--- config.mk ---
export PLATFORM = sky130hd
export DESIGN_NAME = coreControl
export DESIGN_NICKNAME = d
export VERILOG_FILES = /design/src/source/rvCorePkg.sv /design/src/source/coreControl.sv
export VERILOG_INCLUDE_DIRS = /design/src /design/src/include
export SDC_FILE = /design/constraint.sdc
export NUM_CORES = 1
export LEC_CHECK = 0
export ABC_CLOCK_PERIOD_IN_PS = 2900
export BUFFER_PORTS_ARGS = -buffer_cell sky130_fd_sc_hd__buf_2
export CAP_MARGIN = 30
export CORE_AREA = 5 5 127 129
export DETAILED_ROUTE_END_ITERATION = 6
export DIE_AREA = 0 0 132 134
export PLACE_DENSITY = 0.56
export SLEW_MARGIN = 20
export SYNTH_ARGS = -nofsm -noshare
export SYNTH_HDL_FRONTEND = slang
export SYNTH_SLANG_ARGS = --single-unit
--- constraint.sdc ---
create_clock -name CLK -period 2.9 [get_ports CLK]
set_input_delay 0.58 -clock CLK [delete_from_list [all_inputs] [get_ports CLK]]
set_output_delay 0.58 -clock CLK [all_outputs]
set_load 0.01 [all_outputs]
--- src/include/rvCore_cfg.svh ---
`ifndef RVCORE_CFG_SVH
`define RVCORE_CFG_SVH

// datapath and instruction word width
`define XLEN 32

// architectural register file
`define REG_COUNT 32
`define REG_ID_WIDTH 5

// instruction memory, word addressed
`define IMEM_DEPTH 256
`define IMEM_ADDR_WIDTH 8

`define LED_WIDTH 5 // mirrors low bits of x1
`define RESET_PC 0 // first fetch address

`endif
--- src/source/rvCorePkg.sv ---
`include "rvCore_cfg.svh"

package rvCorePkg;

  typedef logic [`XLEN-1:0] word_t;
  typedef logic [`REG_ID_WIDTH-1:0] regId_t;
  typedef logic [`LED_WIDTH-1:0] ledWord_t;

  // major opcodes still executed
  typedef enum logic [6:0] {
    opAluReg = 7'b0110011, // rd <- rs1 op rs2
    opAluImm = 7'b0010011, // rd <- rs1 op iImm
    opBranch = 7'b1100011,
    opJal    = 7'b1101111,
    opJalr   = 7'b1100111,
    opAuipc  = 7'b0010111,
    opLui    = 7'b0110111
  } opcode_e;

  // per-format field views, msb first
  typedef struct packed {
    logic [6:0] funct7;
    regId_t rs2;
    regId_t rs1;
    logic [2:0] funct3;
    regId_t rd;
    logic [6:0] opcode;
  } rFmt_t;

  typedef struct packed {
    logic [11:0] imm;
    regId_t rs1;
    logic [2:0] funct3;
    regId_t rd;
    logic [6:0] opcode;
  } iFmt_t;

  typedef struct packed {
    logic immSign; // imm[12]
    logic [5:0] immHi; // imm[10:5]
    regId_t rs2;
    regId_t rs1;
    logic [2:0] funct3;
    logic [3:0] immLo; // imm[4:1]
    logic imm11;
    logic [6:0] opcode;
  } bFmt_t;

  typedef struct packed {
    logic [19:0] imm; // imm[31:12]
    regId_t rd;
    logic [6:0] opcode;
  } uFmt_t;

  typedef struct packed {
    logic immSign; // imm[20]
    logic [9:0] immLo; // imm[10:1]
    logic imm11;
    logic [7:0] immHi; // imm[19:12]
    regId_t rd;
    logic [6:0] opcode;
  } jFmt_t;

  // one instruction word, five decodings
  typedef union packed {
    rFmt_t rFmt;
    iFmt_t iFmt;
    bFmt_t bFmt;
    uFmt_t uFmt;
    jFmt_t jFmt;
  } instrWord_t;

  typedef struct packed {
    logic isAluReg;
    logic isAluImm;
    logic isBranch;
    logic isJal;
    logic isJalr;
    logic isAuipc;
    logic isLui;
    regId_t rs1Id;
    regId_t rs2Id;
    regId_t rdId;
    logic [2:0] funct3;
    logic altOp; // funct7[5], sub / sra select
    word_t iImm;
    word_t bImm;
    word_t uImm;
    word_t jImm;
  } decodedInstr_t;

  typedef enum logic [1:0] {
    stFetchInstr = 2'd0,
    stFetchRegs  = 2'd1,
    stExecute    = 2'd2
  } coreState_e;

endpackage

--- src/source/coreControl.sv ---
`timescale 1ns/10ps
`include "rvCore_cfg.svh"

module coreControl
  import rvCorePkg::*;
(
  input  logic CLK,
  input  logic resetn,
  input  instrWord_t fetchWord,
  input  decodedInstr_t dec,
  input  word_t nextPc,
  input  word_t wbData,
  output logic [`IMEM_ADDR_WIDTH-1:0] fetchAddr,
  output instrWord_t instr,
  output word_t pc,
  output logic readEn,
  output logic wbEn,
  output ledWord_t leds
);

  coreState_e state;
  logic writesRd; // opcode has an rd result

  assign writesRd = dec.isAluReg || dec.isAluImm || dec.isJal ||
                    dec.isJalr || dec.isLui || dec.isAuipc;

  // in stExecute the memory already reads the next pc
  // so the word is waiting when stFetchInstr comes round
  assign fetchAddr = (state == stExecute) ? nextPc[`IMEM_ADDR_WIDTH+1:2]
                                          : pc[`IMEM_ADDR_WIDTH+1:2];

  // sequencer, pc, strobes, leds
  always_ff @(posedge CLK or negedge resetn) begin
    if (!resetn) begin
      state  <= stFetchInstr;
      pc     <= word_t'(`RESET_PC);
      readEn <= 1'b0;
      wbEn   <= 1'b0;
      leds   <= '0;
    end else begin
      readEn <= 1'b0; // both strobes last one state
      wbEn   <= 1'b0;
      case (state)
        stFetchInstr: begin
          state  <= stFetchRegs;
          readEn <= 1'b1; // operands latched on next edge
        end
        stFetchRegs: begin
          state <= stExecute;
          wbEn  <= writesRd; // level for the whole execute cycle
        end
        stExecute: begin
          state <= stFetchInstr;
          pc    <= nextPc;
        end
        default: state <= stFetchInstr;
      endcase
      // x1 mirror
      if (wbEn && (dec.rdId == regId_t'(1))) begin
        leds <= wbData[`LED_WIDTH-1:0];
      end
    end
  end

  // instruction register
  always_ff @(posedge CLK) begin
    if (state == stFetchInstr) begin
      instr <= fetchWord;
    end
  end

  stateLegal: assert property (
    @(posedge CLK) disable iff (!resetn)
    state inside {stFetchInstr, stFetchRegs, stExecute}
  ) else $error("coreControl illegal state");

  pcAligned: assert property (
    @(posedge CLK) disable iff (!resetn) pc[1:0] == 2'b00
  ) else $error("coreControl misaligned pc %h", pc);

  wbOnlyInExecute: assert property (
    @(posedge CLK) disable iff (!resetn) wbEn |-> (state == stExecute)
  ) else $error("coreControl write-back outside execute");

endmodule

## Yosys cells after proc, flatten, opt, wreduce, memory -nomap -nowiden

Cells that the tools add are included.

- $add $sub $neg: 0
- $mul: 0
- Divide/modulo/power cells: 0
- Magnitude comparators: 0
- Equal/unequal tests: 3
- Shift operators: 0
- Muxes and demuxes: 4
- Bitwise gates (word level): 0
- Reduce and logical (&&, ||, !) cells: 7

Operators by type and width:

| operator | number |
|---|---|
| $mux W8 | 1 |
| $eq A5 B1 Y1 const B | 1 |
| $logic_or A1 B1 Y1 | 5 |
| $pmux W2 S2 | 1 |
| $eq A2 B1 Y1 const B | 1 |
| $eq A2 B2 Y1 const B | 1 |
| $logic_not A2 Y1 | 1 |
| $mux W1 | 2 |
| $logic_and A1 B1 Y1 | 1 |

- Register bits after elaboration: 73
- Bits in latches: 0
- RAM bits: 0
- ROM bits: 0
- Memories kept: 0

## Logic depth before layout (Yosys ltp)

Gate-level depths: netlist (run 1).

- Depth after elaboration: 6
- Gate-level depth with buffers: 4
- Mapped depth without buffers: 3

## Worst setup path before layout (run 1)

Ideal clock, no wire load.

- Path type: register to register
- Start point: register readEn (netlist name)
- End point: register instr[0] (netlist bit) (enable)
- Data arrival time: 1.816 ns
- Required time: 2.478 ns
- Setup slack: 0.662 ns
- Stages on the path, launching flop included: 2
- Period minus slack after synthesis: 2.238 ns
- Cell sequence: dfrtp_1 nor2_1

RTL lines:

| what | line | source |
|---|---|---|
| end signal, assigned | coreControl.sv:68 | `instr <= fetchWord;` |
| end, declared | coreControl.sv:14 | `output instrWord_t instr,` |

==> results.cfg, run 1 <==
[synth]
yosysSeqAreaShare_pct = 79.2
synth_edf_count = 32
synthSimpleGateAreaFrac_pct = 2.02
yosysTopAreaCellShare_pct = 40.4
synth.most_common_cell = dfrtp_1
synthesis.nets = 372
synth_top_family_by_area = multiplexers
synth_fa_ha_area_share_pct = 0
synth_compound_area_share_pct = 0.354
synth_ff_type = dfrtp_1
synthTopCellsByCount = dfrtp_1 (40), mux2_2 (35), edfxtp_1 (32), buf_6 (3)
syn_inst = 120
synthMuxAreaShare_pct = 16.8
yosys_warnings = 0
synth_area_sq_um = 2480
synth_area_per_cell_sq_um = 20.6
yosys.area.top_type = dfrtp_1
synth.distinct_cells = 12
synthTopCellsByArea = dfrtp_1 (40%), edfxtp_1 (39%), mux2_2 (16%)
synth-seq-cells = 72
ys_async_sr_fraction_pct = 55.6
synth-xor-area-share_pct = 0

[pwr]
fin_total_pwr_mw = 2.50
ir_drop_v = 0.000214
p_per_area_nw_per_um2 = 655
cellLeakagePower_nw = 1.73

[final_layout]
postLayoutCellArea_sq_um = 3820
n_fill_cell = 1544
ff_latch_area_sq_um = 1960
multi_input_area_sq_um = 485
drive_gt1_share_pct = 73.6
syn_to_final_growth_pct = 54.3
nNetsFinal = 542
diodes = 0

[clock_tree]
cts_resized = 0
htreeDepth = 3
cts_hold_buf = 0
post_cts_buffers = 0
cts_buffers = 9
ctsLongestPathBuffers = 2
cts_root_buffer = clkbuf_16
clk_pin_slew_worst_paths_ns = 0.06
clock_latency_ns = 0.33
cts_tree = yes
cts.sinks = 72

[floorplan]
coreArea_sq_um = 14900
die_x_um = 132
die_h_um = 134
dieArea_sq_um = 17700
num_io_pins = 331
initial_utilization_pct = 16.6
rows = 45

[sta]
slew_headroom_pct = 63.3
fin_crit_ns = 2.35
setup-tns-final_ns = 0
rsz0062_at_grt = no
hold_viol = 0
fmax_mhz = 425
report.final.slew_viol_count = 0
layout_worst_path_cycle_share_pct = 81.1
skew_ns = 0.00542
finalSetupViolCount = 0
tightestPinTransition_ns = 0.550

[global_route]
grt_start_max_net_pins = 41
antenna_found_initial = 3
first_global_vias = 1979
grt_usage_pct = 7.82
grt_pass1_wl_um = 10500
grt_overflow = 0

[detailed_routing]
num_vias = 1748
drt-total-wl_um = 6820
firstDrtPassIters = 4
postRouteAntennaNets = 0
remaining_drc_errors = 0
avgRoutedWirePerCell_um = 14.1
viasPerCell = 3.62
drtIter0Drc = 34

[worst_setup_path]
critPathCaptureType = output port
critPathRequiredTime_ns = 2.32
critical_path_peak_fanout = 15
start_kind = flip-flop
crit_arrival_ns = 1.77
path_class = flip-flop to output port

[placement]
globalplace.congestion = 0.666
placed_area_sq_um = 3510
dp_hpwl_um = 5260
portBuffers = 160

[min_path]
hp-class = input pin to async pin

[flow_run]
drv_cap = 0

[outcome]
status = complete, no violations
## worst paths after layout
kind / from / slack (ns) / endpoint / cells past startpoint
worst min-delay path: resetn / 0.23 / pc[5] / 1
min in group CLK: fetchWord[0] / 0.42 / instr[0] / 1
worst min register to register: pc[24] / 0.49 / pc[24] / 1
worst max register to register: readEn / 1.26 / pc[16] / 3
worst max-delay path: readEn / 0.55 / fetchAddr[3] / 3
max in group asynchronous: resetn / 2.28 / leds[2] / 1
## worst max-delay path, stage by stage (launching register included)
cell and delay, ns:
dfrtp_1 0.44, nor2b_4 0.45, mux2_2 0.40, buf_2 0.14
## power by group
| part | internal [mW] | switching, mW |
|---|---|---|
| Combinational | 0.100 | 0.0925 |
| Clock | 0.750 | 0.418 |
| Sequential | 1.12 | 0.0205 |
## registers in the layout, indices dropped and copies added (netlist names)
register and flops:
readEn 1, wbEn 1, pc 32, leds 5, state 1, instr 32
## final cells by class
type                            instances  area share [%]
Timing Repair Buffer                  163            21.6
Tap cell                              188            6.16
Sequential cell                        72            51.3
Clock inverter                          6            2.19
Clock buffer                           10            5.99
Multi-Input combinational cell         44            12.7
## routing by layer
layer	vias up	track usage [%]	wire, um
met3	14	6.08	1180
met5	-	0	25
met2	131	10.5	2670
li1	781	-	-
met1	818	9.19	2830
met4	4	3.26	114
## stage by stage
step                hold slack [ns]  utilization [%]  cells  setup WS (ns)
global route                  0.279             25.6    483          0.378
floorplan                     0.284                -    120          0.662
detailed placement            0.483             23.5    467          0.818
CTS                           0.399             25.6    483          0.444
global placement              0.478             23.5    467          0.834
finish                        0.234             25.6    483          0.547
## cell families after synthesis
logic type,count (synthesis)
AO/OA/AOI/OAI,1
buffers and inverters,4
flip-flops,72
multiplexers,37
AND/OR/NAND/NOR,6
## cells in the final DEF (no fill, tap or decap), drive strengths merged
cell type,instances
buf,163
nand3b,1
nor4b,1
dfrtp,40
nor2b,2
edfxtp,32
o31a,1
mux2,37
bufinv,2
clkbuf,10
nor2,1
or4,1
clkinv,4
Note: power is estimated with default switching activity, not from simulation.
==> inputs of run 2 (changes only) <==
--- a/config.mk
+++ b/config.mk
@@ -6,7 +6,7 @@
 export SDC_FILE = /design/constraint.sdc
 export NUM_CORES = 1
 export LEC_CHECK = 0
-export ABC_CLOCK_PERIOD_IN_PS = 2900
+export ABC_CLOCK_PERIOD_IN_PS = 2300
 export BUFFER_PORTS_ARGS = -buffer_cell sky130_fd_sc_hd__buf_2
 export CAP_MARGIN = 30
 export CORE_AREA = 5 5 127 129
==> constraint.sdc (replaced) <==
create_clock -name CLK -period 2.3 [get_ports CLK]
set_input_delay 0.46 -clock CLK [delete_from_list [all_inputs] [get_ports CLK]]
set_output_delay 0.46 -clock CLK [all_outputs]
set_load 0.01 [all_outputs]
==> run 2 against run 1 <==
Worst hold slack worse by 0.11 ns. Worst setup slack got worse by 0.39 ns. Global-route usage shrank 0.29 points. Final cell count unchanged. Non-clock buffer count stayed put. Clock power is 27% higher. Count of clock-buffer cells in the layout grew 1. Wire length decreased by 2.4%. Combinational power up 25%. Critical path depth rose by 1. Sequential share of layout area decreased by 0.30 points. Critical path type unchanged. Largest cell class unchanged.
==> results.cfg, run 2 (synthesis results as in run 1) <==
[global_route]
grt_start_max_net_pins = 41
grt_pass1_wl_um = 10200
first_global_vias = 1914
grt_util_met3_pct = 5.18
use_met1_pct = 8.78
top_usage_layer = met2
antenna_found_initial = 3
grt_overflow = 0
grt_usage_pct = 7.53
use_met2_pct = 10.4

[worst_setup_path]
start_kind = flip-flop
slowest_delay_ns = 0.44
worstRegToRegCells = 3
r2r_slack_ns = 0.93
crit_arrival_ns = 1.69
timing.rr.end = pc[23]
startpoint = readEn
crit_chain = nor2b_4, buf_12, mux2_2, buf_2
endpoint = fetchAddr[3]
critical_path_peak_fanout = 20
critPathSlowestCell = dfrtp_1
critPathCaptureType = output port
r2r_start = readEn
path_class = flip-flop to output port
critPathRequiredTime_ns = 1.84

[flow_run]
drv_cap = 0

[detailed_routing]
avgRoutedWirePerCell_um = 13.8
remaining_drc_errors = 0
drt-total-wl_um = 6660
postRouteAntennaNets = 0
viasPerCell = 3.60
num_vias = 1738
firstDrtPassIters = 2
drtIter0Drc = 59

[final_layout]
nNetsFinal = 542
final_cell_mix = buf_2 (159), dfrtp_1 (40), mux2_2 (35), edfxtp_1 (32), clkbuf_16 (9)
drive_gt1_share_pct = 73.6
layout_commonest_cell = buf_2
layout.cells.non_filler = 483
postLayoutCellArea_sq_um = 3840
reg_top3 = instr (32), pc (32), leds (5)
n_fill_cell = 1532
diodes = 0
syn_to_final_growth_pct = 55.2

[sta]
slew_headroom_pct = 64.2
tightestPinTransition_ns = 0.537
skew_ns = 0.00468
setup-tns-final_ns = 0
layout_worst_path_cycle_share_pct = 93.3
report.final.slew_viol_count = 0
finalSetupViolCount = 0
fmax_mhz = 466
finalWorstSetupSlack_ns = 0.154
fin_crit_ns = 2.15
hold_viol = 0
rsz0062_at_grt = no

[pwr]
p_seq_share_pct = 45.4
cellLeakagePower_nw = 1.73
p_comb_share_pct = 7.6
ir_drop_v = 0.000273
cellInternalPower_mw = 2.52
p_sw_share_pct = 20.7
netSwitchingPower_mw = 0.658
p_per_area_nw_per_um2 = 826
clockPowerShare_pct = 47.0

[floorplan]
rows = 45
coreArea_sq_um = 14900
dieArea_sq_um = 17700
initial_utilization_pct = 16.6
num_io_pins = 331
die_h_um = 134
die_x_um = 132

[clock_tree]
clock_latency_ns = 0.32
htreeDepth = 3
cts_root_buffer = clkbuf_16
ctsLongestPathBuffers = 2
cts_resized = 0
cts_buffers = 9
clk_pin_slew_worst_paths_ns = 0.06
cts_hold_buf = 0
cts_tree = yes
cts.sinks = 72
post_cts_buffers = 0

[min_path]
hp-class = input pin to async pin

[placement]
dp_hpwl_um = 5180
placed_area_sq_um = 3520
portBuffers = 160
globalplace.congestion = 0.675
dp_slack_ns = 0.459
dp_cells = 467

[outcome]
status = complete, no violations
-- run 2: cell types whose count changed in the layout (fill, tap and decap cells not counted) --
cell | previous run | this run
clkinv_4 | 1 | 0
clkbuf_8 | 0 | 1
buf_4 | 4 | 3
buf_12 | 0 | 1
clkinv_2 | 3 | 1
clkinvlp_4 | 0 | 2
-- run 2: per-layer routing --
metal  wire [um]  vias to the layer above
met4         127                        4
li1            -                      789
met5          21                        -
met2        2660                      131
met1        2740                      801
met3        1110                       13
-- run 2: worst min-delay path by stage --
| stage | slack, ns | endpoint | cells past startpoint | start |
|---|---|---|---|---|
| 3_3_place_gp | 0.48 | pc[25] | 1 | pc[25] |
| 2_1_floorplan | 0.16 | leds[0] | 0 | resetn |
| 5_1_grt | 0.17 | pc[12] | 1 | resetn |
| 6_report | 0.12 | pc[7] | 1 | resetn |
| 3_5_place_dp | 0.49 | pc[0] | 1 | pc[0] |
| 4_1_cts | 0.29 | instr[11] | 1 | fetchWord[11] |
-- run 2: stage by stage --
step                      utilization, %  power, mW  hold slack, ns
after global routing                25.8       3.33           0.168
after global placement              23.6       1.71           0.478
final                               25.8       3.18           0.120
after floorplan                        -       1.54           0.164
after CTS                           25.7       3.25           0.286
after detailed placement            23.6       1.71           0.490
-- run 2: final cells by class --
cell class / count / area, sq um / share of cell area [%]
clock buffer: 11 / 243 / 6.32
clock inverter: 5 / 80.1 / 2.08
multi-input combinational: 44 / 485 / 12.6
sequential: 72 / 1960 / 51.0
tap: 188 / 235 / 6.12
timing repair buffer: 163 / 838 / 21.8
-- run 2: critical path: cells and delay by family, from the launching register on --
kind / cells / cell delay [ns]
and+or+nand+nor: 1 / 0.23
buffers and inverters: 2 / 0.33
DFF: 1 / 0.44
muxes: 1 / 0.35
-- run 2: power by group through the flow --
stage          Combinational [mW]  Clock (mW)  Sequential, mW
6_report                    0.242        1.49            1.44
2_1_floorplan              0.0404           0            1.50
3_3_place_gp                0.245           0            1.46
5_1_grt                     0.266        1.61            1.45
4_1_cts                     0.247        1.56            1.44
3_5_place_dp                0.247           0            1.47
==> inputs of run 3 (changes only) <==
--- a/config.mk
+++ b/config.mk
@@ -12,6 +12,7 @@
 export CORE_AREA = 5 5 127 129
 export DETAILED_ROUTE_END_ITERATION = 6
 export DIE_AREA = 0 0 132 134
+export MAX_ROUTING_LAYER = met4
 export PLACE_DENSITY = 0.56
 export SLEW_MARGIN = 20
 export SYNTH_ARGS = -nofsm -noshare
==> run 3 against run 2 <==
Sequential power is essentially flat. Sequential share of layout area fell by 0.066 points. Core utilization hardly changed. Non-clock buffer count unchanged. Final area is 0.13% higher. Largest power group unchanged.
==> results.cfg, run 3 (synthesis results as in run 1) <==
[outcome]
status = complete, no violations

[clock_tree]
cts.sinks = 72
cts_resized = 0
htreeDepth = 3
post_cts_buffers = 0
clk_pin_slew_worst_paths_ns = 0.06
clock_latency_ns = 0.32
cts_hold_buf = 0
cts_buffers = 9
cts_root_buffer = clkbuf_16
cts_tree = yes
ctsLongestPathBuffers = 2

[pwr]
p_sw_share_pct = 20.7
p_comb_share_pct = 7.6
cellLeakagePower_nw = 1.73
cellInternalPower_mw = 2.52
fin_total_pwr_mw = 3.18
netSwitchingPower_mw = 0.658
p_seq_share_pct = 45.4
clockPowerShare_pct = 47.0
ir_drop_v = 0.000273
p_per_area_nw_per_um2 = 825

[flow_run]
drv_cap = 0

[worst_setup_path]
critPathSlowestCell = dfrtp_1
path_delay_family = flip-flops
crit_chain = nor2b_4, buf_12, mux2_2, buf_2
critPathCaptureType = output port
timing.rr.end = pc[23]
r2r_slack_ns = 0.93
critPathRequiredTime_ns = 1.84
start_kind = flip-flop
slowest_delay_ns = 0.44
worstRegToRegCells = 3
critical_path_peak_fanout = 20
r2r_start = readEn
path_class = flip-flop to output port
crit_arrival_ns = 1.68
worst-path-buf-inv = 2

[detailed_routing]
drt-total-wl_um = 6650
avgRoutedWirePerCell_um = 13.7
remaining_drc_errors = 0
postRouteAntennaNets = 0
drtIter0Drc = 49
num_vias = 1742
firstDrtPassIters = 2
viasPerCell = 3.59

[floorplan]
coreArea_sq_um = 14900
dieArea_sq_um = 17700
die_x_um = 132
initial_utilization_pct = 16.6
rows = 45
num_io_pins = 331
die_h_um = 134

[global_route]
grt_usage_pct = 7.76
antenna_found_initial = 3
first_global_vias = 1918
grt_pass1_wl_um = 10200
grt_start_max_net_pins = 41
grt_overflow = 0

[sta]
setup-tns-final_ns = 0
fmax_mhz = 466
fin_crit_ns = 2.14
rsz0062_at_grt = no
skew_ns = 0.00461
report.final.slew_viol_count = 0
tightestPinTransition_ns = 0.537
hold_viol = 0
slew_headroom_pct = 64.2
hold_ws_ns = 0.121
layout_worst_path_cycle_share_pct = 93.2
finalSetupViolCount = 0

[final_layout]
drive_gt1_share_pct = 73.6
reg_top3 = instr (32), pc (32), leds (5)
nNetsFinal = 542
fin_util_pct = 25.8
n_fill_cell = 1534
layout_commonest_cell = buf_2
syn_to_final_growth_pct = 55.4
final_cell_mix = buf_2 (159), dfrtp_1 (40), mux2_2 (35), edfxtp_1 (32), clkbuf_16 (9)

[placement]
globalplace.congestion = 0.687
portBuffers = 160
dp_hpwl_um = 5180

[min_path]
hp-class = input pin to async pin
==> run 3: routing by layer <==
| metal | track usage (%) | wire length (um) | vias to the layer above |
|---|---|---|---|
| met2 | 10.4 | 2660 | 131 |
| li1 | - | - | 793 |
| met3 | 4.35 | 959 | 10 |
| met4 | 3.77 | 123 | 0 |
| met5 | - | 0 | - |
| met1 | 9.34 | 2910 | 808 |
==> run 3: metrics by stage <==
step / cell area [sq um] / setup WS [ns] / std cells
after global placement: 3520 / 0.472 / 467
after detailed placement: 3520 / 0.459 / 467
after CTS: 3840 / 0.0863 / 483
after floorplan: 2480 / 0.0622 / 120
final: 3850 / 0.156 / 485
after global routing: 3850 / 0.0435 / 485
==> run 3: power groups by stage <==
stage / combinational [mW] / clock (mW) / sequential [mW]
after floorplan: 0.0404 / 0 / 1.50
after global placement: 0.245 / 0 / 1.46
after detailed placement: 0.247 / 0 / 1.47
after CTS: 0.247 / 1.56 / 1.44
after global routing: 0.266 / 1.62 / 1.45
final: 0.242 / 1.49 / 1.44
==> run 3: worst max path at each step <==
stage            from            to  slack (ns)  cells after the start
5_1_grt        readEn  fetchAddr[4]        0.04                      4
2_1_floorplan  readEn      instr[0]        0.06                      1
3_5_place_dp   readEn  fetchAddr[3]        0.46                      4
3_3_place_gp   readEn  fetchAddr[3]        0.47                      4
4_1_cts        readEn  fetchAddr[3]        0.09                      4
6_report       readEn  fetchAddr[4]        0.16                      4
==> run 3: final cells by class <==
cell class | instances | area (sq um) | share of cell area, %
Tap cell | 188 | 235 | 6.11
Sequential cell | 72 | 1960 | 51.0
Clock buffer | 11 | 243 | 6.31
Antenna cell | 2 | 5.00 | 0.130
Multi-Input combinational cell | 44 | 485 | 12.6
Timing Repair Buffer | 163 | 838 | 21.8
Clock inverter | 5 | 80.1 | 2.08
